**src/design/if_pkg.sv**
```systemverilog
package if_pkg;

  ////////////////////////////////////////////////////////////////////////////
  // Data widths
  ////////////////////////////////////////////////////////////////////////////

  // Byte address on the fetch path
  typedef logic [31:0] addr_t;

  // Raw 32-bit instruction word as returned by memory
  typedef logic [31:0] instr_t;

  // Upper bits of mtvec, the low seven bits of the base are zero
  typedef logic [24:0] mtvec_base_t;

  // Vectored interrupt index
  typedef logic [4:0] irq_index_t;

  // Fetch bookkeeping counts, range 0 to 3
  typedef logic [1:0] fetch_cnt_t;

  ////////////////////////////////////////////////////////////////////////////
  // Next-PC sources
  ////////////////////////////////////////////////////////////////////////////

  typedef enum logic [2:0] {
    PC_BOOT     = 3'd0,
    PC_JUMP     = 3'd1,
    PC_BRANCH   = 3'd2,
    PC_MRET     = 3'd3,
    PC_TRAP_EXC = 3'd4,
    PC_TRAP_IRQ = 3'd5
  } pc_mux_e;

  ////////////////////////////////////////////////////////////////////////////
  // Fetch depth and executable region
  ////////////////////////////////////////////////////////////////////////////

  // Fetches in flight plus buffered responses never exceed this
  localparam int unsigned FETCH_DEPTH = 3;

  // Single executable region, both bounds inclusive
  localparam addr_t EXEC_REGION_START = 32'h0000_0000;
  localparam addr_t EXEC_REGION_END   = 32'h0000_FFFF;

endpackage

```
**src/design/if_pc_mux.sv**
```systemverilog
module if_pc_mux import if_pkg::*; (
  input  pc_mux_e     pc_mux_i,
  input  logic        pc_set_i,
  input  addr_t       boot_addr_i,
  input  addr_t       jump_target_i,
  input  addr_t       branch_target_i,
  input  addr_t       mepc_i,
  input  mtvec_base_t mtvec_addr_i,
  input  irq_index_t  irq_index_i,
  output addr_t       branch_addr_o,
  output logic        csr_mtvec_init_o
);

  // Next fetch address
  always_comb begin
    // Boot address as fallback for unknown encodings
    branch_addr_o = {boot_addr_i[31:2], 2'b00};
    unique case (pc_mux_i)
      PC_BOOT: begin
        branch_addr_o = {boot_addr_i[31:2], 2'b00};
      end
      PC_JUMP: begin
        branch_addr_o = jump_target_i;
      end
      PC_BRANCH: begin
        branch_addr_o = branch_target_i;
      end
      // Return to the interrupted or faulting instruction
      PC_MRET: begin
        branch_addr_o = mepc_i;
      end
      // All exceptions share the vector base
      PC_TRAP_EXC: begin
        branch_addr_o = {mtvec_addr_i, 7'h00};
      end
      // Base plus four times the interrupt index
      PC_TRAP_IRQ: begin
        branch_addr_o = {mtvec_addr_i, irq_index_i, 2'b00};
      end
      default: begin
        branch_addr_o = {boot_addr_i[31:2], 2'b00};
      end
    endcase
  end

  // CSR file initializes mtvec together with the boot jump
  assign csr_mtvec_init_o = pc_set_i && (pc_mux_i == PC_BOOT);

endmodule

```
**src/design/if_prefetch.sv**
```systemverilog
module if_prefetch import if_pkg::*; (
  input  logic   clk,
  input  logic   rst_n,
  input  addr_t  branch_addr_i,
  input  logic   pc_set_i,
  input  logic   kill_if_i,
  input  logic   fetch_ready_i,
  input  logic   trans_ready_i,
  input  logic   resp_valid_i,
  input  instr_t resp_rdata_i,
  input  logic   resp_err_i,
  input  logic   resp_fault_i,
  output logic   fetch_valid_o,
  output addr_t  fetch_addr_o,
  output instr_t fetch_instr_o,
  output logic   fetch_err_o,
  output logic   fetch_fault_o,
  output logic   trans_valid_o,
  output addr_t  trans_addr_o,
  output logic   busy_o
);

  logic       flush;
  logic       transfer;
  logic       resp_keep;
  logic       resp_store;
  logic       pop;
  logic       buf_empty;
  logic [2:0] in_use;

  addr_t      next_addr_q;
  logic       fetch_en_q;
  fetch_cnt_t out_cnt_q;
  fetch_cnt_t buf_cnt_q;
  fetch_cnt_t discard_q;
  logic [1:0] iss_ptr_q;
  logic [1:0] rsp_ptr_q;
  logic [1:0] rd_ptr_q;

  // Shared slot ring
  // Address written at issue, response written on return, popped by IF
  addr_t  slot_addr  [FETCH_DEPTH];
  instr_t slot_instr [FETCH_DEPTH];
  logic   slot_err   [FETCH_DEPTH];
  logic   slot_fault [FETCH_DEPTH];

  function automatic logic [1:0] ptr_inc(input logic [1:0] ptr);
    ptr_inc = (ptr == 2'(FETCH_DEPTH - 1)) ? 2'd0 : ptr + 2'd1;
  endfunction

  assign flush = pc_set_i || kill_if_i;

  ////////////////////////////////////////////////////////////////////////////
  // Request side
  ////////////////////////////////////////////////////////////////////////////

  // Discarded fetches still count until their response is back
  assign in_use        = {1'b0, out_cnt_q} + {1'b0, buf_cnt_q};
  assign trans_valid_o = fetch_en_q && !flush && (in_use < 3'(FETCH_DEPTH));
  assign trans_addr_o  = next_addr_q;
  assign transfer      = trans_valid_o && trans_ready_i;

  ////////////////////////////////////////////////////////////////////////////
  // Response side
  ////////////////////////////////////////////////////////////////////////////

  // Responses older than the last flush are dropped here
  assign resp_keep  = resp_valid_i && (discard_q == '0);
  assign resp_store = resp_keep && !flush;
  assign buf_empty  = (buf_cnt_q == '0);

  // Empty buffer bypasses the incoming response straight to IF
  assign fetch_valid_o = !flush && (!buf_empty || resp_keep);
  assign fetch_addr_o  = slot_addr[rd_ptr_q];
  assign fetch_instr_o = buf_empty ? resp_rdata_i : slot_instr[rd_ptr_q];
  assign fetch_err_o   = buf_empty ? resp_err_i   : slot_err[rd_ptr_q];
  assign fetch_fault_o = buf_empty ? resp_fault_i : slot_fault[rd_ptr_q];
  assign pop           = fetch_valid_o && fetch_ready_i;

  assign busy_o = (out_cnt_q != '0);

  // Sequencing, counts and pointers
  always_ff @(posedge clk or negedge rst_n) begin
    if (!rst_n) begin
      fetch_en_q  <= 1'b0;
      next_addr_q <= '0;
      out_cnt_q   <= '0;
      buf_cnt_q   <= '0;
      discard_q   <= '0;
      iss_ptr_q   <= '0;
      rsp_ptr_q   <= '0;
      rd_ptr_q    <= '0;
    end else begin
      // Fetching starts with the first redirect, normally boot
      if (pc_set_i) begin
        fetch_en_q  <= 1'b1;
        next_addr_q <= {branch_addr_i[31:2], 2'b00};
      end else if (transfer) begin
        next_addr_q <= next_addr_q + 32'd4;
      end
      out_cnt_q <= out_cnt_q + fetch_cnt_t'(transfer) - fetch_cnt_t'(resp_valid_i);
      if (flush) begin
        // Everything still outstanding after this cycle gets dropped
        discard_q <= out_cnt_q - fetch_cnt_t'(resp_valid_i);
        buf_cnt_q <= '0;
        iss_ptr_q <= '0;
        rsp_ptr_q <= '0;
        rd_ptr_q  <= '0;
      end else begin
        if (resp_valid_i && (discard_q != '0)) begin
          discard_q <= discard_q - 2'd1;
        end
        buf_cnt_q <= buf_cnt_q + fetch_cnt_t'(resp_store) - fetch_cnt_t'(pop);
        if (transfer) begin
          iss_ptr_q <= ptr_inc(iss_ptr_q);
        end
        if (resp_store) begin
          rsp_ptr_q <= ptr_inc(rsp_ptr_q);
        end
        if (pop) begin
          rd_ptr_q <= ptr_inc(rd_ptr_q);
        end
      end
    end
  end

  // Slot storage
  always_ff @(posedge clk) begin
    if (transfer) begin
      slot_addr[iss_ptr_q] <= trans_addr_o;
    end
    if (resp_store) begin
      slot_instr[rsp_ptr_q] <= resp_rdata_i;
      slot_err[rsp_ptr_q]   <= resp_err_i;
      slot_fault[rsp_ptr_q] <= resp_fault_i;
    end
  end

endmodule

```
**src/design/if_region_check.sv**
```systemverilog
module if_region_check import if_pkg::*; (
  input  logic   clk,
  input  logic   rst_n,
  input  logic   core_valid_i,
  input  addr_t  core_addr_i,
  output logic   core_ready_o,
  output logic   bus_valid_o,
  output addr_t  bus_addr_o,
  input  logic   bus_ready_i,
  input  logic   bus_rvalid_i,
  input  instr_t bus_rdata_i,
  input  logic   bus_err_i,
  output logic   resp_valid_o,
  output instr_t resp_rdata_o,
  output logic   resp_err_o,
  output logic   resp_fault_o
);

  logic       in_region;
  logic       bus_xfer;
  logic       fault_accept;
  logic       fault_resp;

  logic       fault_pend_q;
  fetch_cnt_t bus_cnt_q;

  // Executable window, bounds inclusive
  assign in_region = (core_addr_i >= EXEC_REGION_START) &&
                     (core_addr_i <= EXEC_REGION_END);

  ////////////////////////////////////////////////////////////////////////////
  // Request path
  ////////////////////////////////////////////////////////////////////////////

  // Nothing new accepted until a pending fault has been answered
  assign bus_valid_o  = core_valid_i && !fault_pend_q && in_region;
  assign bus_addr_o   = core_addr_i;
  assign core_ready_o = !fault_pend_q && (in_region ? bus_ready_i : 1'b1);

  assign bus_xfer     = bus_valid_o && bus_ready_i;
  // Out-of-region fetch taken at once, never reaches the bus
  assign fault_accept = core_valid_i && core_ready_o && !in_region;

  ////////////////////////////////////////////////////////////////////////////
  // Response path
  ////////////////////////////////////////////////////////////////////////////

  // Fault answered only after all older bus fetches returned
  assign fault_resp = fault_pend_q && (bus_cnt_q == '0);

  assign resp_valid_o = bus_rvalid_i || fault_resp;
  assign resp_rdata_o = fault_resp ? '0 : bus_rdata_i;
  assign resp_err_o   = bus_rvalid_i && bus_err_i;
  assign resp_fault_o = fault_resp;

  always_ff @(posedge clk or negedge rst_n) begin
    if (!rst_n) begin
      fault_pend_q <= 1'b0;
      bus_cnt_q    <= '0;
    end else begin
      // Bus fetches passed on and not yet answered
      bus_cnt_q <= bus_cnt_q + fetch_cnt_t'(bus_xfer) - fetch_cnt_t'(bus_rvalid_i);
      if (fault_accept) begin
        fault_pend_q <= 1'b1;
      end else if (fault_resp) begin
        fault_pend_q <= 1'b0;
      end
    end
  end

endmodule

```
**src/design/if_bus_master.sv**
```systemverilog
module if_bus_master import if_pkg::*; (
  input  logic   clk,
  input  logic   rst_n,
  input  logic   trans_valid_i,
  input  addr_t  trans_addr_i,
  output logic   trans_ready_o,
  output logic   instr_req_o,
  output addr_t  instr_addr_o,
  input  logic   instr_gnt_i,
  input  logic   instr_rvalid_i,
  input  instr_t instr_rdata_i,
  input  logic   instr_err_i,
  output logic   rvalid_o,
  output instr_t rdata_o,
  output logic   err_o
);

  logic   accept;

  logic   req_q;
  addr_t  addr_q;
  logic   rvalid_q;
  instr_t rdata_q;
  logic   err_q;

  // New transfer only when idle or in the grant cycle
  assign trans_ready_o = !req_q || instr_gnt_i;
  assign accept        = trans_valid_i && trans_ready_o;

  // Request straight from flops, stable until granted
  assign instr_req_o  = req_q;
  assign instr_addr_o = addr_q;

  // Captured response, one cycle behind the bus
  assign rvalid_o = rvalid_q;
  assign rdata_o  = rdata_q;
  assign err_o    = err_q;

  always_ff @(posedge clk or negedge rst_n) begin
    if (!rst_n) begin
      req_q    <= 1'b0;
      rvalid_q <= 1'b0;
    end else begin
      if (accept) begin
        req_q <= 1'b1;
      end else if (instr_gnt_i) begin
        req_q <= 1'b0;
      end
      rvalid_q <= instr_rvalid_i;
    end
  end

  // Address and response data
  always_ff @(posedge clk) begin
    if (accept) begin
      addr_q <= trans_addr_i;
    end
    if (instr_rvalid_i) begin
      rdata_q <= instr_rdata_i;
      err_q   <= instr_err_i;
    end
  end

endmodule

```
**src/design/if_stage.sv**
```systemverilog
module if_stage import if_pkg::*; (
  input  logic        clk,
  input  logic        rst_n,
  // Redirect and trap targets
  input  pc_mux_e     pc_mux_i,
  input  logic        pc_set_i,
  input  addr_t       boot_addr_i,
  input  addr_t       jump_target_i,
  input  addr_t       branch_target_i,
  input  addr_t       mepc_i,
  input  mtvec_base_t mtvec_addr_i,
  input  irq_index_t  irq_index_i,
  // Stage control
  input  logic        kill_if_i,
  input  logic        halt_if_i,
  input  logic        trigger_match_i,
  input  logic        id_ready_i,
  // Instruction bus
  output logic        instr_req_o,
  output addr_t       instr_addr_o,
  input  logic        instr_gnt_i,
  input  logic        instr_rvalid_i,
  input  instr_t      instr_rdata_i,
  input  logic        instr_err_i,
  // Stage status
  output addr_t       pc_if_o,
  output logic        if_valid_o,
  output logic        if_busy_o,
  output logic        csr_mtvec_init_o,
  // IF/ID register
  output logic        id_valid_o,
  output addr_t       id_pc_o,
  output instr_t      id_instr_o,
  output logic        id_bus_err_o,
  output logic        id_mpu_fault_o,
  output logic        id_abort_o
);

  addr_t  branch_addr;
  logic   if_ready;
  logic   abort;

  logic   fetch_valid;
  instr_t fetch_instr;
  logic   fetch_err;
  logic   fetch_fault;

  logic   pf_trans_valid;
  logic   pf_trans_ready;
  addr_t  pf_trans_addr;
  logic   pf_resp_valid;
  instr_t pf_resp_rdata;
  logic   pf_resp_err;
  logic   pf_resp_fault;

  logic   bus_trans_valid;
  logic   bus_trans_ready;
  addr_t  bus_trans_addr;
  logic   bus_rvalid;
  instr_t bus_rdata;
  logic   bus_err;

  if_pc_mux u_if_pc_mux (
    .pc_mux_i         (pc_mux_i),
    .pc_set_i         (pc_set_i),
    .boot_addr_i      (boot_addr_i),
    .jump_target_i    (jump_target_i),
    .branch_target_i  (branch_target_i),
    .mepc_i           (mepc_i),
    .mtvec_addr_i     (mtvec_addr_i),
    .irq_index_i      (irq_index_i),
    .branch_addr_o    (branch_addr),
    .csr_mtvec_init_o (csr_mtvec_init_o)
  );

  if_prefetch u_if_prefetch (
    .clk           (clk),
    .rst_n         (rst_n),
    .branch_addr_i (branch_addr),
    .pc_set_i      (pc_set_i),
    .kill_if_i     (kill_if_i),
    .fetch_ready_i (if_ready),
    .trans_ready_i (pf_trans_ready),
    .resp_valid_i  (pf_resp_valid),
    .resp_rdata_i  (pf_resp_rdata),
    .resp_err_i    (pf_resp_err),
    .resp_fault_i  (pf_resp_fault),
    .fetch_valid_o (fetch_valid),
    .fetch_addr_o  (pc_if_o),
    .fetch_instr_o (fetch_instr),
    .fetch_err_o   (fetch_err),
    .fetch_fault_o (fetch_fault),
    .trans_valid_o (pf_trans_valid),
    .trans_addr_o  (pf_trans_addr),
    .busy_o        (if_busy_o)
  );

  ////////////////////////////////////////////////////////////////////////////
  // Region check and bus master
  ////////////////////////////////////////////////////////////////////////////

  if_region_check u_if_region_check (
    .clk          (clk),
    .rst_n        (rst_n),
    .core_valid_i (pf_trans_valid),
    .core_addr_i  (pf_trans_addr),
    .core_ready_o (pf_trans_ready),
    .bus_valid_o  (bus_trans_valid),
    .bus_addr_o   (bus_trans_addr),
    .bus_ready_i  (bus_trans_ready),
    .bus_rvalid_i (bus_rvalid),
    .bus_rdata_i  (bus_rdata),
    .bus_err_i    (bus_err),
    .resp_valid_o (pf_resp_valid),
    .resp_rdata_o (pf_resp_rdata),
    .resp_err_o   (pf_resp_err),
    .resp_fault_o (pf_resp_fault)
  );

  if_bus_master u_if_bus_master (
    .clk            (clk),
    .rst_n          (rst_n),
    .trans_valid_i  (bus_trans_valid),
    .trans_addr_i   (bus_trans_addr),
    .trans_ready_o  (bus_trans_ready),
    .instr_req_o    (instr_req_o),
    .instr_addr_o   (instr_addr_o),
    .instr_gnt_i    (instr_gnt_i),
    .instr_rvalid_i (instr_rvalid_i),
    .instr_rdata_i  (instr_rdata_i),
    .instr_err_i    (instr_err_i),
    .rvalid_o       (bus_rvalid),
    .rdata_o        (bus_rdata),
    .err_o          (bus_err)
  );

  ////////////////////////////////////////////////////////////////////////////
  // IF handshake and IF/ID register
  ////////////////////////////////////////////////////////////////////////////

  // Kill drains the stage, halt freezes it
  assign if_valid_o = fetch_valid && !kill_if_i && !halt_if_i;
  assign if_ready   = kill_if_i || (id_ready_i && !halt_if_i);

  // Known exception or trigger makes ID drop the instruction
  assign abort = fetch_err || fetch_fault || trigger_match_i;

  always_ff @(posedge clk or negedge rst_n) begin
    if (!rst_n) begin
      id_valid_o     <= 1'b0;
      id_bus_err_o   <= 1'b0;
      id_mpu_fault_o <= 1'b0;
      id_abort_o     <= 1'b0;
    end else if (if_valid_o && id_ready_i) begin
      id_valid_o     <= 1'b1;
      id_bus_err_o   <= fetch_err;
      id_mpu_fault_o <= fetch_fault;
      id_abort_o     <= abort;
    end else if (id_ready_i) begin
      // ID consumed its entry and nothing new arrives
      id_valid_o <= 1'b0;
    end
  end

  // PC and instruction word, frozen while ID stalls
  always_ff @(posedge clk) begin
    if (if_valid_o && id_ready_i) begin
      id_pc_o    <= pc_if_o;
      id_instr_o <= fetch_instr;
    end
  end

endmodule

```
**config.mk**
```make
export PLATFORM = sky130hd
export DESIGN_NAME = if_stage
export DESIGN_NICKNAME = d
export VERILOG_FILES = /design/src/design/if_pkg.sv /design/src/design/if_pc_mux.sv /design/src/design/if_prefetch.sv /design/src/design/if_region_check.sv /design/src/design/if_bus_master.sv /design/src/design/if_stage.sv
export SDC_FILE = /design/constraint.sdc
export NUM_CORES = 1
export LEC_CHECK = 0
export ABC_AREA = 1
export ABC_CLOCK_PERIOD_IN_PS = 5700
export BUFFER_PORTS_ARGS = -buffer_cell sky130_fd_sc_hd__buf_4
export CORE_UTILIZATION = 25
export CTS_BUF_LIST = sky130_fd_sc_hd__clkbuf_8
export DETAILED_ROUTE_END_ITERATION = 8
export PLACE_DENSITY = 0.5
export SYNTH_ARGS = -nofsm -noshare
export SYNTH_HDL_FRONTEND = slang
export SYNTH_SLANG_ARGS = --single-unit
```
**constraint.sdc**
```tcl
create_clock -name clk -period 5.7 [get_ports clk]
set_input_delay 0.855 -clock clk [delete_from_list [all_inputs] [get_ports clk]]
set_output_delay 0.855 -clock clk [all_outputs]
set_load 0.02 [all_outputs]
```
# Word level (Yosys, flattened, before mapping)
# Memory sizes are Yosys's and may differ from the RTL's.
# Index checks and enable logic that the tools add are counted.
# totals
ff_bits	183
mem_bits_rw	198
in_bits	203
output_inout_bits	136
mem_count	4
# mem_list
name	depth	width	read_ports	rd_clocked_by_memory_dff	wr	line	text
u_if_prefetch.slot_addr	3	32	1	0	1	if_prefetch.sv:42	addr_t slot_addr [FETCH_DEPTH];
u_if_prefetch.slot_instr	3	32	1	0	1	if_prefetch.sv:43	instr_t slot_instr [FETCH_DEPTH];
u_if_prefetch.slot_err	3	1	1	0	1	if_prefetch.sv:44	logic slot_err [FETCH_DEPTH];
u_if_prefetch.slot_fault	3	1	1	0	1	if_prefetch.sv:45	logic slot_fault [FETCH_DEPTH];
# op_classes
add_sub_neg	13
order_cmp	3
n_eq_ne	8
mux	30
reduce_logical	49
# op_table
operator	count
$pmux 32 s5	1
$mux 32	4
$add 32x3->32 const B	1
$ge 32x1->1 const B	1
$le 32x16->1 const B	1
$mux 2	12
$logic_and 1x1->1	21
$reduce_bool 2->1	10
$mux 1	13
$sub 2x1->2	4
$logic_not 1->1	7
$logic_or 1x1->1	7
$add 2x1->2	3
$add 2x1->2 const B	3
$eq 2x2->1 const B	3
$eq 3x2->1 const B	2
$eq 3x3->1 const B	2
$logic_not 2->1	3
$add 2x2->3	1
$eq 3x1->1 const B	1
$logic_not 3->1	1
$lt 3x2->1 const B	1
$sub 2x1->2 const B	1

# Depth between registers and ports, before layout
# Gate-level depths: netlist of run 1.
# logic_depth
ltp_word	10
depth_mapped	13
depth_no_buf	12

# Modules after synthesis
# Synthesis of run 1 repeated with hierarchy kept, for this count alone.
# unflattened
cells_unflattened	1557
hier_area_um2	16548.4
# by_module_without_submodules
module	n_inst	cells_per_inst	area_per_inst_um2	seq_area_each_um2
if_prefetch	1	926	10107.2	6841.6
if_stage	1	94	2137.0	2021.9
if_bus_master	1	72	2021.9	2001.9
if_pc_mux	1	325	1498.9	0.0
if_region_check	1	140	783.3	75.1

# Least setup slack after synthesis of run 1
# No wires, ideal clock.
# synth_timing
path_type	input port to flip-flop
start	in pc_set_i
end	mem u_if_prefetch.slot_err[2] (enable)
setup_ns	0.468
arrival_time_ns	3.723
required_time_ns	5.232
slack_ns	1.510
path_stages	6
n_path_buf	1
path_cell_list	buf_6 inv_2 nand2_4 inv_4 nand3_1 nor3_1
# synth_between
elab_chain_len	5
# synth_rtl
element	line	text
start, declared	if_stage.sv:6	input logic pc_set_i,
$logic_or 1x1->1	if_prefetch.sv:51	assign flush = pc_set_i || kill_if_i;
$logic_not 1->1	if_prefetch.sv:69	assign resp_store = resp_keep && !flush;
$logic_and 1x1->1	if_prefetch.sv:69	
$mux 1	if_prefetch.sv:132	if (resp_store) begin
$mux 1 (not written as such)	if_prefetch.sv:134	slot_err[rsp_ptr_q] <= resp_err_i;
end, declared	if_prefetch.sv:44	
# No other way between the ends.

# Worst setup path in the final report of run 1
# layout_timing
start	reg u_if_prefetch.rd_ptr_q[1]
end	out pc_if_o[19]
# layout_between
elab_chain_len	1
# layout_rtl
element	line	text
start, declared	if_prefetch.sv:38	logic [1:0] rd_ptr_q;
start signal, assigned	if_prefetch.sv:121	rd_ptr_q <= ptr_inc(rd_ptr_q);
$mem_v2 3x32	--	
end, declared	if_stage.sv:26	output addr_t pc_if_o,
# No other way between the ends.

==> results of run 1 <==
## per-layer routing
| layer | vias to the layer above | part of all wire (%) | GRT usage, % |
|---|---|---|---|
| li1 | 6099 | - | - |
| met1 | 5853 | 41 | 17.8 |
| met2 | 445 | 48 | 24.9 |
| met3 | 75 | 7.5 | 4.07 |
| met4 | 0 | 2.7 | 5.83 |
| met5 | - | 0 | 0 |
## Yosys cell counts, types with 11 or more instances
cell type	n	area [sq um]
inv_1	119	447
clkbuf_1	32	120
nand3_1	58	290
nand2_1	511	1920
nor2_1	254	953
edfxtp_1	317	9520
nand3b_1	14	105
buf_2	24	120
a21oi_1	34	170
buf_4	11	82.6
a31oi_1	18	113
o21ai_0	23	115
nand4_1	56	350
dfrtp_1	52	1300
a22oi_1	11	82.6
## how the worst min path moves through the flow
stage / startpoint / endpoint / slack, ns
detailed placement: u_if_prefetch.fetch_en_q / u_if_prefetch.fetch_en_q / 0.45
finish: rst_n / u_if_prefetch.trans_addr_o[12] / 0.28
global placement: u_if_prefetch.fetch_en_q / u_if_prefetch.fetch_en_q / 0.45
floorplan: u_if_prefetch.fetch_en_q / u_if_prefetch.fetch_en_q / 0.44
CTS: rst_n / u_if_prefetch.trans_addr_o[21] / 0.25
global route: rst_n / u_if_prefetch.trans_addr_o[10] / 0.29
## kinds of logic after synthesis
family | Yosys count
AOI/OAI and AO/OA | 109
xor gates and xnor gates | 15
adders and majority gates | 11
buffers and inverters | 202
DFF | 369
other | 1
and+or+nand+nor | 913
## layout make-up
class,count,share of cell area (%)
timing repair buffer,339,12.1
inverter,126,2.26
sequential,369,51.5
tap,855,5.09
antenna,1,0.0119
multi-input combinational,1054,22.8
clock buffer,75,4.91
clock inverter,48,1.35
## registers in the layout, indices dropped and copies added, names as in the netlist, 2 cells and up
register / flops
u_if_prefetch.iss_ptr_q: 2
u_if_bus_master.instr_addr_o: 30
u_if_prefetch.trans_addr_o: 30
u_if_prefetch.slot_err: 3
u_if_prefetch.rd_ptr_q: 2
u_if_prefetch.buf_cnt_q: 2
u_if_prefetch.out_cnt_q: 2
u_if_bus_master.rdata_o: 32
u_if_prefetch.rsp_ptr_q: 2
u_if_region_check.bus_cnt_q: 2
id_pc_o: 30
u_if_prefetch.slot_instr: 96
u_if_prefetch.slot_addr: 90
u_if_prefetch.slot_fault: 3
u_if_prefetch.discard_q: 2
id_instr_o: 32
## worst register-to-register path: stages (launching register included)
cell     delay, ns
dfrtp_1       0.43
nor2_2        0.86
nand2_1       0.25
nand3_1       0.39
inv_1         0.17
ha_1          0.31
inv_1         0.04
ha_1          0.17
xor2_1        0.16
nor2_1        0.05
## power groups by stage
stage	Sequential (mW)	Clock (mW)	Combinational, mW
floorplan	3.63	0	0.832
global placement	3.80	0	1.33
detailed placement	3.81	0	1.35
CTS	3.76	2.54	1.36
global route	3.79	2.65	1.50
finish	3.74	2.44	1.32
==> metrics.md, run 1 <==
| Metric | Value |
|---|---|
| Status | complete, no violations |
| Total power draw | about 7.5 mW |
| CP Capture Type | output pin |
| DRC Markers | 0 |
| Worst path depth | 5 |
| Final Core Density | between 30 and 40% |
| Pre-CTS setup slack | 2.57 ns |
| Min Hold Slack | approximately 0.28 ns |
| FILL cells | 6784 |
| Die width | 258 microns |
| YS warnings | 0 |
| Core area | about 65000 sq um |
| Post-layout min period | 3.49 ns |
| HPWL Detailed | around 33 mm |
| Family with the most delay on the worst path | simple AND/OR/NAND/NOR gates |
| Grt total ovfl | 0 |
| Combinational power share | 17.6% |
| Setup ws final | about 2.2 ns |
| Commonest non-fill, non-tap cell in the layout | nand2_1 |
| Reg2reg start | u_if_prefetch.buf_cnt_q[1] |
| Pwr dens | roughly 360 nW/um^2 |
| Final period util | roughly three fifths |
| Clock share of power | approximately 33% |
| Post-Syn Instances | roughly 1600 |
| Largest net degree at the start of global routing | 63 |
| Initial core utilization | 25.4% |
| Leakage power | just under 9 nW |
| Routed len/inst | 17.2 microns |
| Clk sinks | about 370 |
| Via Count | between 10000 and 15000 |
| Clk pin slew, worst setup/hold paths | ~0.060 ns |
| Fraction of registers with async set or reset after synthesis | about 14% |
| Die Y | 258 microns |
| Root buf cell | clkbuf_8 |
| Drt pass-1 iters | 5 |
| Remaining antenna violation count | 0 |
| Vias in the first global route | around 13000 |
| Reg power frac | approximately half |
| Max-slew headroom | ~25% |
| R2R Setup Slk | 2.75 ns |
| Max-slew violations | 0 |
| First-pass GRT wire length | between 70 and 80 mm |
| Achievable frequency | 287 MHz |
| EDFF count, synth | 317 |
| Post-CTS setup buffer count | 0 |
| # resized after CTS | 0 |
| Placed Area | 19700 sq um |
| Area of the multi-input gates | 4800 sq um |
| Most used cell, CP | buf_4 |
| Worst Path Required | a little under 5 ns |
| Worst flop-to-flop path endpoint | u_if_prefetch.buf_cnt_q[1] |
| Register Area | 10800 sq um |
| Post-synthesis mux area share | 0% |
| # rows | 93 |
| Synth Register Bits | between 300 and 400 |
| Critical path peak fanout | 21 |
| Min-delay worst type | primary input to async pin |
| TritonCTS Buffers | 69 |
| Crit path max-delay cell type | nor2_4 |
| Sequential share of the synthesized area | between 60% and 70% |
| GRT Overall Usage | between 10% and 20% |
| Ports | approximately 340 |
| CP cell instances | nor2_4 -> buf_4 -> nand2_1 -> nand3_1 -> buf_4 |
| Dominant synthesized flop cell | edfxtp_1 |
| Largest family of logic cells by synthesized area | simple AND/OR/NAND/NOR gates |
| Setup Viol. Count Final | 0 |
| Synth Area in Compound Gates | under 10% |
| Design Area, Final | roughly 21000 sq um |
| Most frequent cells in the layout | nand2_1 (511), buf_4 (339), edfxtp_1 (317), nor2_1 (248), inv_1 (140) |
| Max-cap violations | 0 |
| Synthesized area | around 16000 sq um |
| VDD IR-drop max | 0.129 mV |
| CTS tree | built |
| CP Launch Type | register |
| Hold Violations, Final | 0 |
| Switching power | between 2 and 2.5 mW |
| Buf/Inv on CP | 2 |
| Clock buffer depth | 3 |
| Nets | around 2200 |
| Clk_lat worst skew | ~0.65 ns |
| Finished Layout Cells | 2867 |
| DP Cell Count | between 2000 and 3000 |
| Net Sw Frac | between 30% and 40% |
| Crit path from | u_if_prefetch.rd_ptr_q[1] |
| XOR/XNOR share of the synthesized area | 0.801% |
| Synth unique cells | 38 |
| Worst stage delay on the critical path | 0.63 ns |
| Avg Cell Area, Syn | about 10 sq um |
| Number of H-tree levels | 3 |
| Adder-cell share of the synthesized area | less than 1% |
| WS Path Type | register to output pin |
| Unrepaired setup endpoints after global routing | false |
| Simple logic cell fraction of the synthesized area | a little under a quarter |
| Cell depth of the worst flop-to-flop path | 9 |
| Final wirelength | roughly 49 mm |
| Initial antenna violation count | 1 |
| Worst Path Arrival | 2.63 ns |
| # hold bufs at CTS | 0 |
| Final RePlAce weighted congestion | between 0.8 and 0.9 |
| Worst Clk Skew | approximately 0.037 ns |
| 1st-iter DRT viols | ~630 |
| Die ar. | around 67000 sq um |
| Critical Path Sink | pc_if_o[19] |
| Worst Tran Pin Value | 1.13 ns |
| Int Power | slightly above 5 mW |
| Area grow syn2layout | 28.1% |
| Number of I/O port buffers | around 320 |
| Layout cell share with drive strength beyond 1 | 23.4% |
| Setup TNS | 0 ns |
| Via-per-instance ratio | 4.35 |
No activity file was read; power rests on OpenSTA's default activity.
==> inputs of run 2 (changes only) <==
- ABC_CLOCK_PERIOD_IN_PS: 5700 -> 3300
- clock period: 5.7 -> 3.3 ns (I/O delays scaled with it)
==> run 2 against run 1 <==
Compared with the run above: clock-buffer cell count decreased by 3; design area is 2.5% higher; via count up 1.8%; clock skew decreased by 0.0060 ns; wire length up 0.93%; non-clock buffer count is 43 higher; hold slack got worse by 0.22 ns.
==> metrics.md, run 2 (same netlist as run 1, synthesis figures left out) <==
| Metric | Value |
|---|---|
| Status | complete, no violations |
| Via-per-instance ratio | 4.36 |
| Setup ws final | between 0.5 and 0.6 ns |
| TritonCTS Buffers | about 70 |
| Min-delay worst type | primary input to register |
| Post-layout min period | about 2.7 ns |
| Grt total ovfl | 0 |
| GRT Overall Usage | about 15% |
| Worst stage delay on the critical path | just under 0.5 ns |
| Die Y | around 260 microns |
| Initial core utilization | about a quarter |
| Area grow syn2layout | 31.3% |
| Worst Tran Pin Value | approximately 0.82 ns |
| Family with the most delay on the worst path | buffers and inverters |
| Routed len/inst | 17.1 microns |
| Pwr dens | just over 600 nW/um^2 |
| Die width | between 200 and 300 microns |
| Hold Violations, Final | 0 |
| Final period util | 82.9% |
| Root buf cell | clkbuf_8 |
| Layout cell share with drive strength beyond 1 | a little under a quarter |
| Setup TNS | 0 ns |
| Most flops, register | u_if_prefetch.slot_instr |
| Nets | 2215 |
| Max-cap violations | 0 |
| Crit path from | u_if_prefetch.rd_ptr_q[1] |
| Min-delay src | instr_err_i |
| DP Cell Count | roughly 2800 |
| Finished Layout Cells | 2911 |
| Worst Clk Skew | slightly above 0.03 ns |
| Number of H-tree levels | 3 |
| First-pass GRT wire length | between 70 and 80 mm |
| Clock buffer depth | 3 |
| Max reg flops | 96 |
| Unrepaired setup endpoints after global routing | false |
| Remaining antenna violation count | 0 |
| Cell depth of the worst flop-to-flop path | 10 |
| Setup Viol. Count Final | 0 |
| Max-slew headroom | 45.1% |
| Leakage power | about 9 nW |
| Crit path max-delay cell type | dfrtp_2 |
| Via Count | roughly 13000 |
| Achievable frequency | between 300 and 400 MHz |
| CP cell instances | nor2_4 -> buf_12 -> nand2_1 -> nand3_1 -> buf_4 |
| Pre-CTS setup slack | between 0.7 and 0.8 ns |
| Largest net degree at the start of global routing | 66 |
| WS Path Type | register to output pin |
| Most frequent cells in the layout | nand2_1 (511), buf_4 (343), edfxtp_1 (317), nor2_1 (248), inv_1 (138) |
| Final wirelength | between 40 and 50 mm |
| Max-slew violations | 0 |
| HPWL Detailed | about 34 mm |
| 1st-iter DRT viols | around 620 |
| Worst Path Required | between 2 and 3 ns |
| Post-CTS setup buffer count | 0 |
| Reg2reg start | u_if_prefetch.buf_cnt_q[0] |
| Initial antenna violation count | 1 |
| Hold path depth | 1 |
| Critical path peak fanout | 65 |
| CTS tree | built |
| Buf/Inv on CP | 2 |
| Ports | approximately 340 |
| DRC Markers | 0 |
| Number of I/O port buffers | 324 |
| Final RePlAce weighted congestion | ~0.84 |
| Worst flop-to-flop path endpoint | u_if_prefetch.slot_addr[1][3] |
| # rows | 93 |
| Core area | 64700 sq um |
| Vias in the first global route | 12900 |
| Top Registers | u_if_prefetch.slot_instr x96, u_if_prefetch.slot_addr x90 |
| CP Capture Type | output pin |
| CP Launch Type | register |
| Clk_lat worst skew | approximately 0.63 ns |
| Worst Path Arrival | roughly 2.2 ns |
| Drt pass-1 iters | 5 |
| Die ar. | roughly 67000 sq um |
| Clk sinks | 369 |
| VDD IR-drop max | between 0.2 and 0.25 mV |
| R2R Setup Slk | between 0.7 and 0.8 ns |
| Clk pin slew, worst setup/hold paths | approximately 0.050 ns |
| Hold Path Sink | u_if_bus_master.err_o |
| Commonest non-fill, non-tap cell in the layout | nand2_1 |
-- run 2: metrics by stage --
stage	hold slack [ns]	utilization, %	power (mW)	instance area, sq um
floorplan	0.199	-	7.71	16400
finish	0.0667	33.3	13.0	21500
global placement	0.466	30.8	8.88	20000
CTS	0.000156	33.3	13.3	21500
global route	0.0166	33.3	13.8	21500
detailed placement	0.460	30.8	8.95	20000
-- run 2: worst max-delay path by stage --
stage / cells after the start / slack [ns] / end
after floorplan: 9 / 0.18 / u_if_prefetch.slot_addr[2][10]
after global placement: 10 / 0.70 / u_if_prefetch.trans_addr_o[2]
after detailed placement: 10 / 0.71 / u_if_prefetch.trans_addr_o[2]
after CTS: 5 / 0.51 / pc_if_o[18]
after global routing: 5 / 0.48 / pc_if_o[19]
final: 5 / 0.56 / pc_if_o[18]
-- run 2: repair_timing --
item                      4_1_cts  5_1_grt
gates resized for setup         0        0
hold endpoints to repair       80        0
hold buffers                   29        0
-- run 2: power by group --
| group | switching (mW) | total, mW | internal (mW) |
|---|---|---|---|
| clock network | 1.94 | 4.21 | 2.27 |
| logic | 1.50 | 2.42 | 0.919 |
| registers | 0.555 | 6.40 | 5.85 |
-- run 2: layer usage --
layer  track usage [%]  routed length [microns]  vias to the layer above
met3              3.57                     3640                       64
li1                  -                        -                     6192
met4              4.88                     1020                        0
met1              18.2                    21400                     5974
met2              25.6                    23900                      462
met5                 0                        0                        -
-- run 2: cell type report --
type                       count  area, sq um
multi-input combinational   1054         4810
sequential                   369        10800
tap                          855         1070
clock inverter                52          312
antenna                        1         2.50
inverter                     126          477
clock buffer                  72          991
timing repair buffer         382         3070
fill                        6682        43200
==> inputs of run 3 (changes only) <==
- ABC_CLOCK_PERIOD_IN_PS: 3300 -> 2300
- PLACE_DENSITY: 0.5 -> 0.51
- clock period: 3.3 -> 2.3 ns (I/O delays scaled with it)
==> run 3 against run 2 <==
Compared with the run above: the run now ends with setup timing left; via count increased by 2.9%; hold slack improved by 0.015 ns; largest cell class unchanged; core utilization rose by 2.6 points; combinational power grew 96%; largest power group unchanged; clock-buffer cell count fell by 2; design area up 7.8%; clock power up 33%.
==> metrics.md, run 3 (same netlist as run 1, synthesis figures left out) <==
| Metric | Value |
|---|---|
| WS Path Type | register to register |
| Pre-CTS setup slack | -0.0146 ns |
| Final Core Density | 35.9% |
| Final period util | 104% |
| R2R Setup Slk | -0.09 ns |
| Int Power | between 10 and 15 mW |
| Number of I/O port buffers | between 300 and 400 |
| Buf/Inv on CP | 4 |
| Max-cap violations | 0 |
| Most flops, register | u_if_prefetch.slot_instr |
| Finished Layout Cells | roughly 3000 |
| Worst Path Required | 2.61 ns |
| Via-per-instance ratio | ~4.4 |
| Root buf cell | clkbuf_8 |
| Most frequent cells in the layout | nand2_1 (455), buf_4 (358), edfxtp_1 (317), nor2_1 (247), inv_1 (140) |
| Clk_lat worst skew | 0.63 ns |
| HPWL Detailed | ~35 mm |
| CP Launch Type | register |
| Die ar. | 66700 sq um |
| Unrepaired setup endpoints after global routing | true |
| CP cell instances | ha_2 -> fa_1 -> nand2_1 -> nand2_1 -> nor2_2 -> buf_6 -> nand2_2 -> nand2_4 -> inv_4 -> nor3_4 -> buf_6 -> clkbuf_16 |
| Worst stage delay on the critical path | 0.43 ns |
| Final RePlAce weighted congestion | between 0.8 and 0.9 |
| Core area | between 60000 and 70000 sq um |
| Clk sinks | around 370 |
| Clk pin slew, worst setup/hold paths | ~0.060 ns |
| Min-delay src | pc_set_i |
| GRT Overall Usage | 14.9% |
| Reg2reg start | u_if_prefetch.buf_cnt_q[0] |
| Family with the most delay on the worst path | adder cells |
| Achievable frequency | roughly 420 MHz |
| Initial core utilization | between 20% and 30% |
| Worst path depth | 12 |
| Nets | around 2300 |
| TritonCTS Buffers | 67 |
| Worst Clk Skew | slightly above 0.04 ns |
| Hold Path Sink | u_if_prefetch.fetch_en_q |
| Initial antenna violation count | 0 |
| Leakage power | a little under 10 nW |
| Final wirelength | about 52 mm |
| Status | complete, but fails checks |
| Switching power | 5.96 mW |
| Setup Viol. Count Final | 106 |
| DRC Markers | 0 |
| Pwr dens | between 800 and 900 nW/um^2 |
| 1st-iter DRT viols | 740 |
| FILL cells | 6552 |
| Min-delay worst type | primary input to register |
| Hold Violations, Final | 0 |
| Via Count | 13100 |
| CTS tree | built |
| Die width | between 200 and 300 microns |
| Worst flop-to-flop path endpoint | u_if_prefetch.slot_addr[2][28] |
| Min Hold Slack | just over 0.08 ns |
| Failing checks | setup timing |
| Area of the multi-input gates | between 5000 and 6000 sq um |
| Register Area | around 11000 sq um |
| Layout cell share with drive strength beyond 1 | a little under a third |
| Worst Tran Pin Value | between 0.6 and 0.7 ns |
| Net Sw Frac | ~31% |
| Hold path depth | 2 |
| Top Registers | u_if_prefetch.slot_instr x96, u_if_prefetch.slot_addr x90 |
| Ports | about 340 |
| Clock buffer depth | 3 |
| VDD IR-drop max | about 0.33 mV |
| Max-slew violations | 0 |
| Combinational power share | approximately a quarter |
| Critical path peak fanout | 7 |
| Worst Path Arrival | approximately 2.7 ns |
| Die Y | 258 microns |
| DP Cell Count | approximately 2800 |
| Drt pass-1 iters | 5 |
| Commonest non-fill, non-tap cell in the layout | nand2_1 |
| Grt total ovfl | 0 |
| Reg power frac | between 40% and 50% |
| Cell depth of the worst flop-to-flop path | 12 |
| # rows | 93 |
| First-pass GRT wire length | about 76 mm |
| Number of H-tree levels | 3 |
| Max reg flops | 96 |
| Area grow syn2layout | 41.5% |
| Clock share of power | roughly 29% |
| Remaining antenna violation count | 0 |
| Setup ws final | -0.0868 ns |
| Setup TNS | -3.98 ns |
| Routed len/inst | between 15 and 20 microns |
| Max-slew headroom | a little under three fifths |
| Post-layout min period | between 2 and 2.5 ns |
| Crit path max-delay cell type | fa_1 |
| Vias in the first global route | ~13000 |
| CP Capture Type | register |
| Largest net degree at the start of global routing | 56 |
-- run 3: cell count changes in the layout (fill, tap and decap cells not counted), sizes merged --
cell / delta
dlygate4sd3: +8
bufinv: -2
clkinv: -13
inv: +7
buf: +61
clkbuf: +6
clkinvlp: +3
-- run 3: layout make-up --
class                   count  area share (%)
diodes                      1          0.0108
clock buffers              70            4.15
clock inverters            47            1.03
inverters                 126            2.16
multi-input cells        1054            23.9
flip-flops and latches    369            46.6
well taps                 855            4.61
repair buffers            459            17.6
-- run 3: power by group through the flow --
stage                     clock, mW  combinational (mW)  sequential (mW)
after floorplan                   0                2.08             9.00
after global placement            0                4.14             8.95
after detailed placement          0                4.21             8.96
after CTS                      5.83                4.44             8.83
after global routing           6.08                5.23             8.97
final                          5.62                4.74             8.89
-- run 3: worst max-delay path by stage --
stage | endpoint | startpoint | slack, ns
floorplan | u_if_prefetch.slot_err[0] | u_if_region_check.bus_cnt_q[1] | -0.51
global placement | u_if_bus_master.instr_addr_o[27] | u_if_prefetch.buf_cnt_q[0] | -0.02
detailed placement | u_if_bus_master.instr_addr_o[3] | u_if_prefetch.out_cnt_q[0] | -0.01
CTS | u_if_prefetch.slot_addr[2][9] | u_if_prefetch.out_cnt_q[0] | -0.08
global route | u_if_prefetch.slot_addr[2][28] | u_if_prefetch.buf_cnt_q[0] | -0.19
finish | u_if_prefetch.slot_addr[2][28] | u_if_prefetch.buf_cnt_q[0] | -0.09
-- run 3: stage by stage --
| stage | cell area [sq um] | total power, mW |
|---|---|---|
| 6_report | 23200 | 19.2 |
| 5_1_grt | 23200 | 20.3 |
| 4_1_cts | 22200 | 19.1 |
| 3_5_place_dp | 20300 | 13.2 |
| 3_3_place_gp | 20300 | 13.1 |
| 2_1_floorplan | 16500 | 11.1 |
-- run 3: what timing repair did --
action,CTS,global route
buffers inserted,4,14
cloned,1,11
endpoints found under the setup margin,126,164
pin swaps,2,23
gates resized for setup,51,153
endpoints found under the hold margin,68,0
hold buffers,37,0
-- run 3: metal layers --
layer	wire length (microns)	vias to the layer above	track usage (%)
li1	-	6341	-
met4	1300	0	5.03
met1	21800	6170	18.3
met3	3650	67	3.46
met2	25500	484	25.7
met5	0	-	0
-- run 3: worst reg2reg max path, delay by kind of cell (launching register included) --
kind	cells	cell delay (ns)
adders and majority gates	2	0.62
buffers and inverters	4	0.50
DFF	1	0.38
and+or+nand+nor	6	0.58
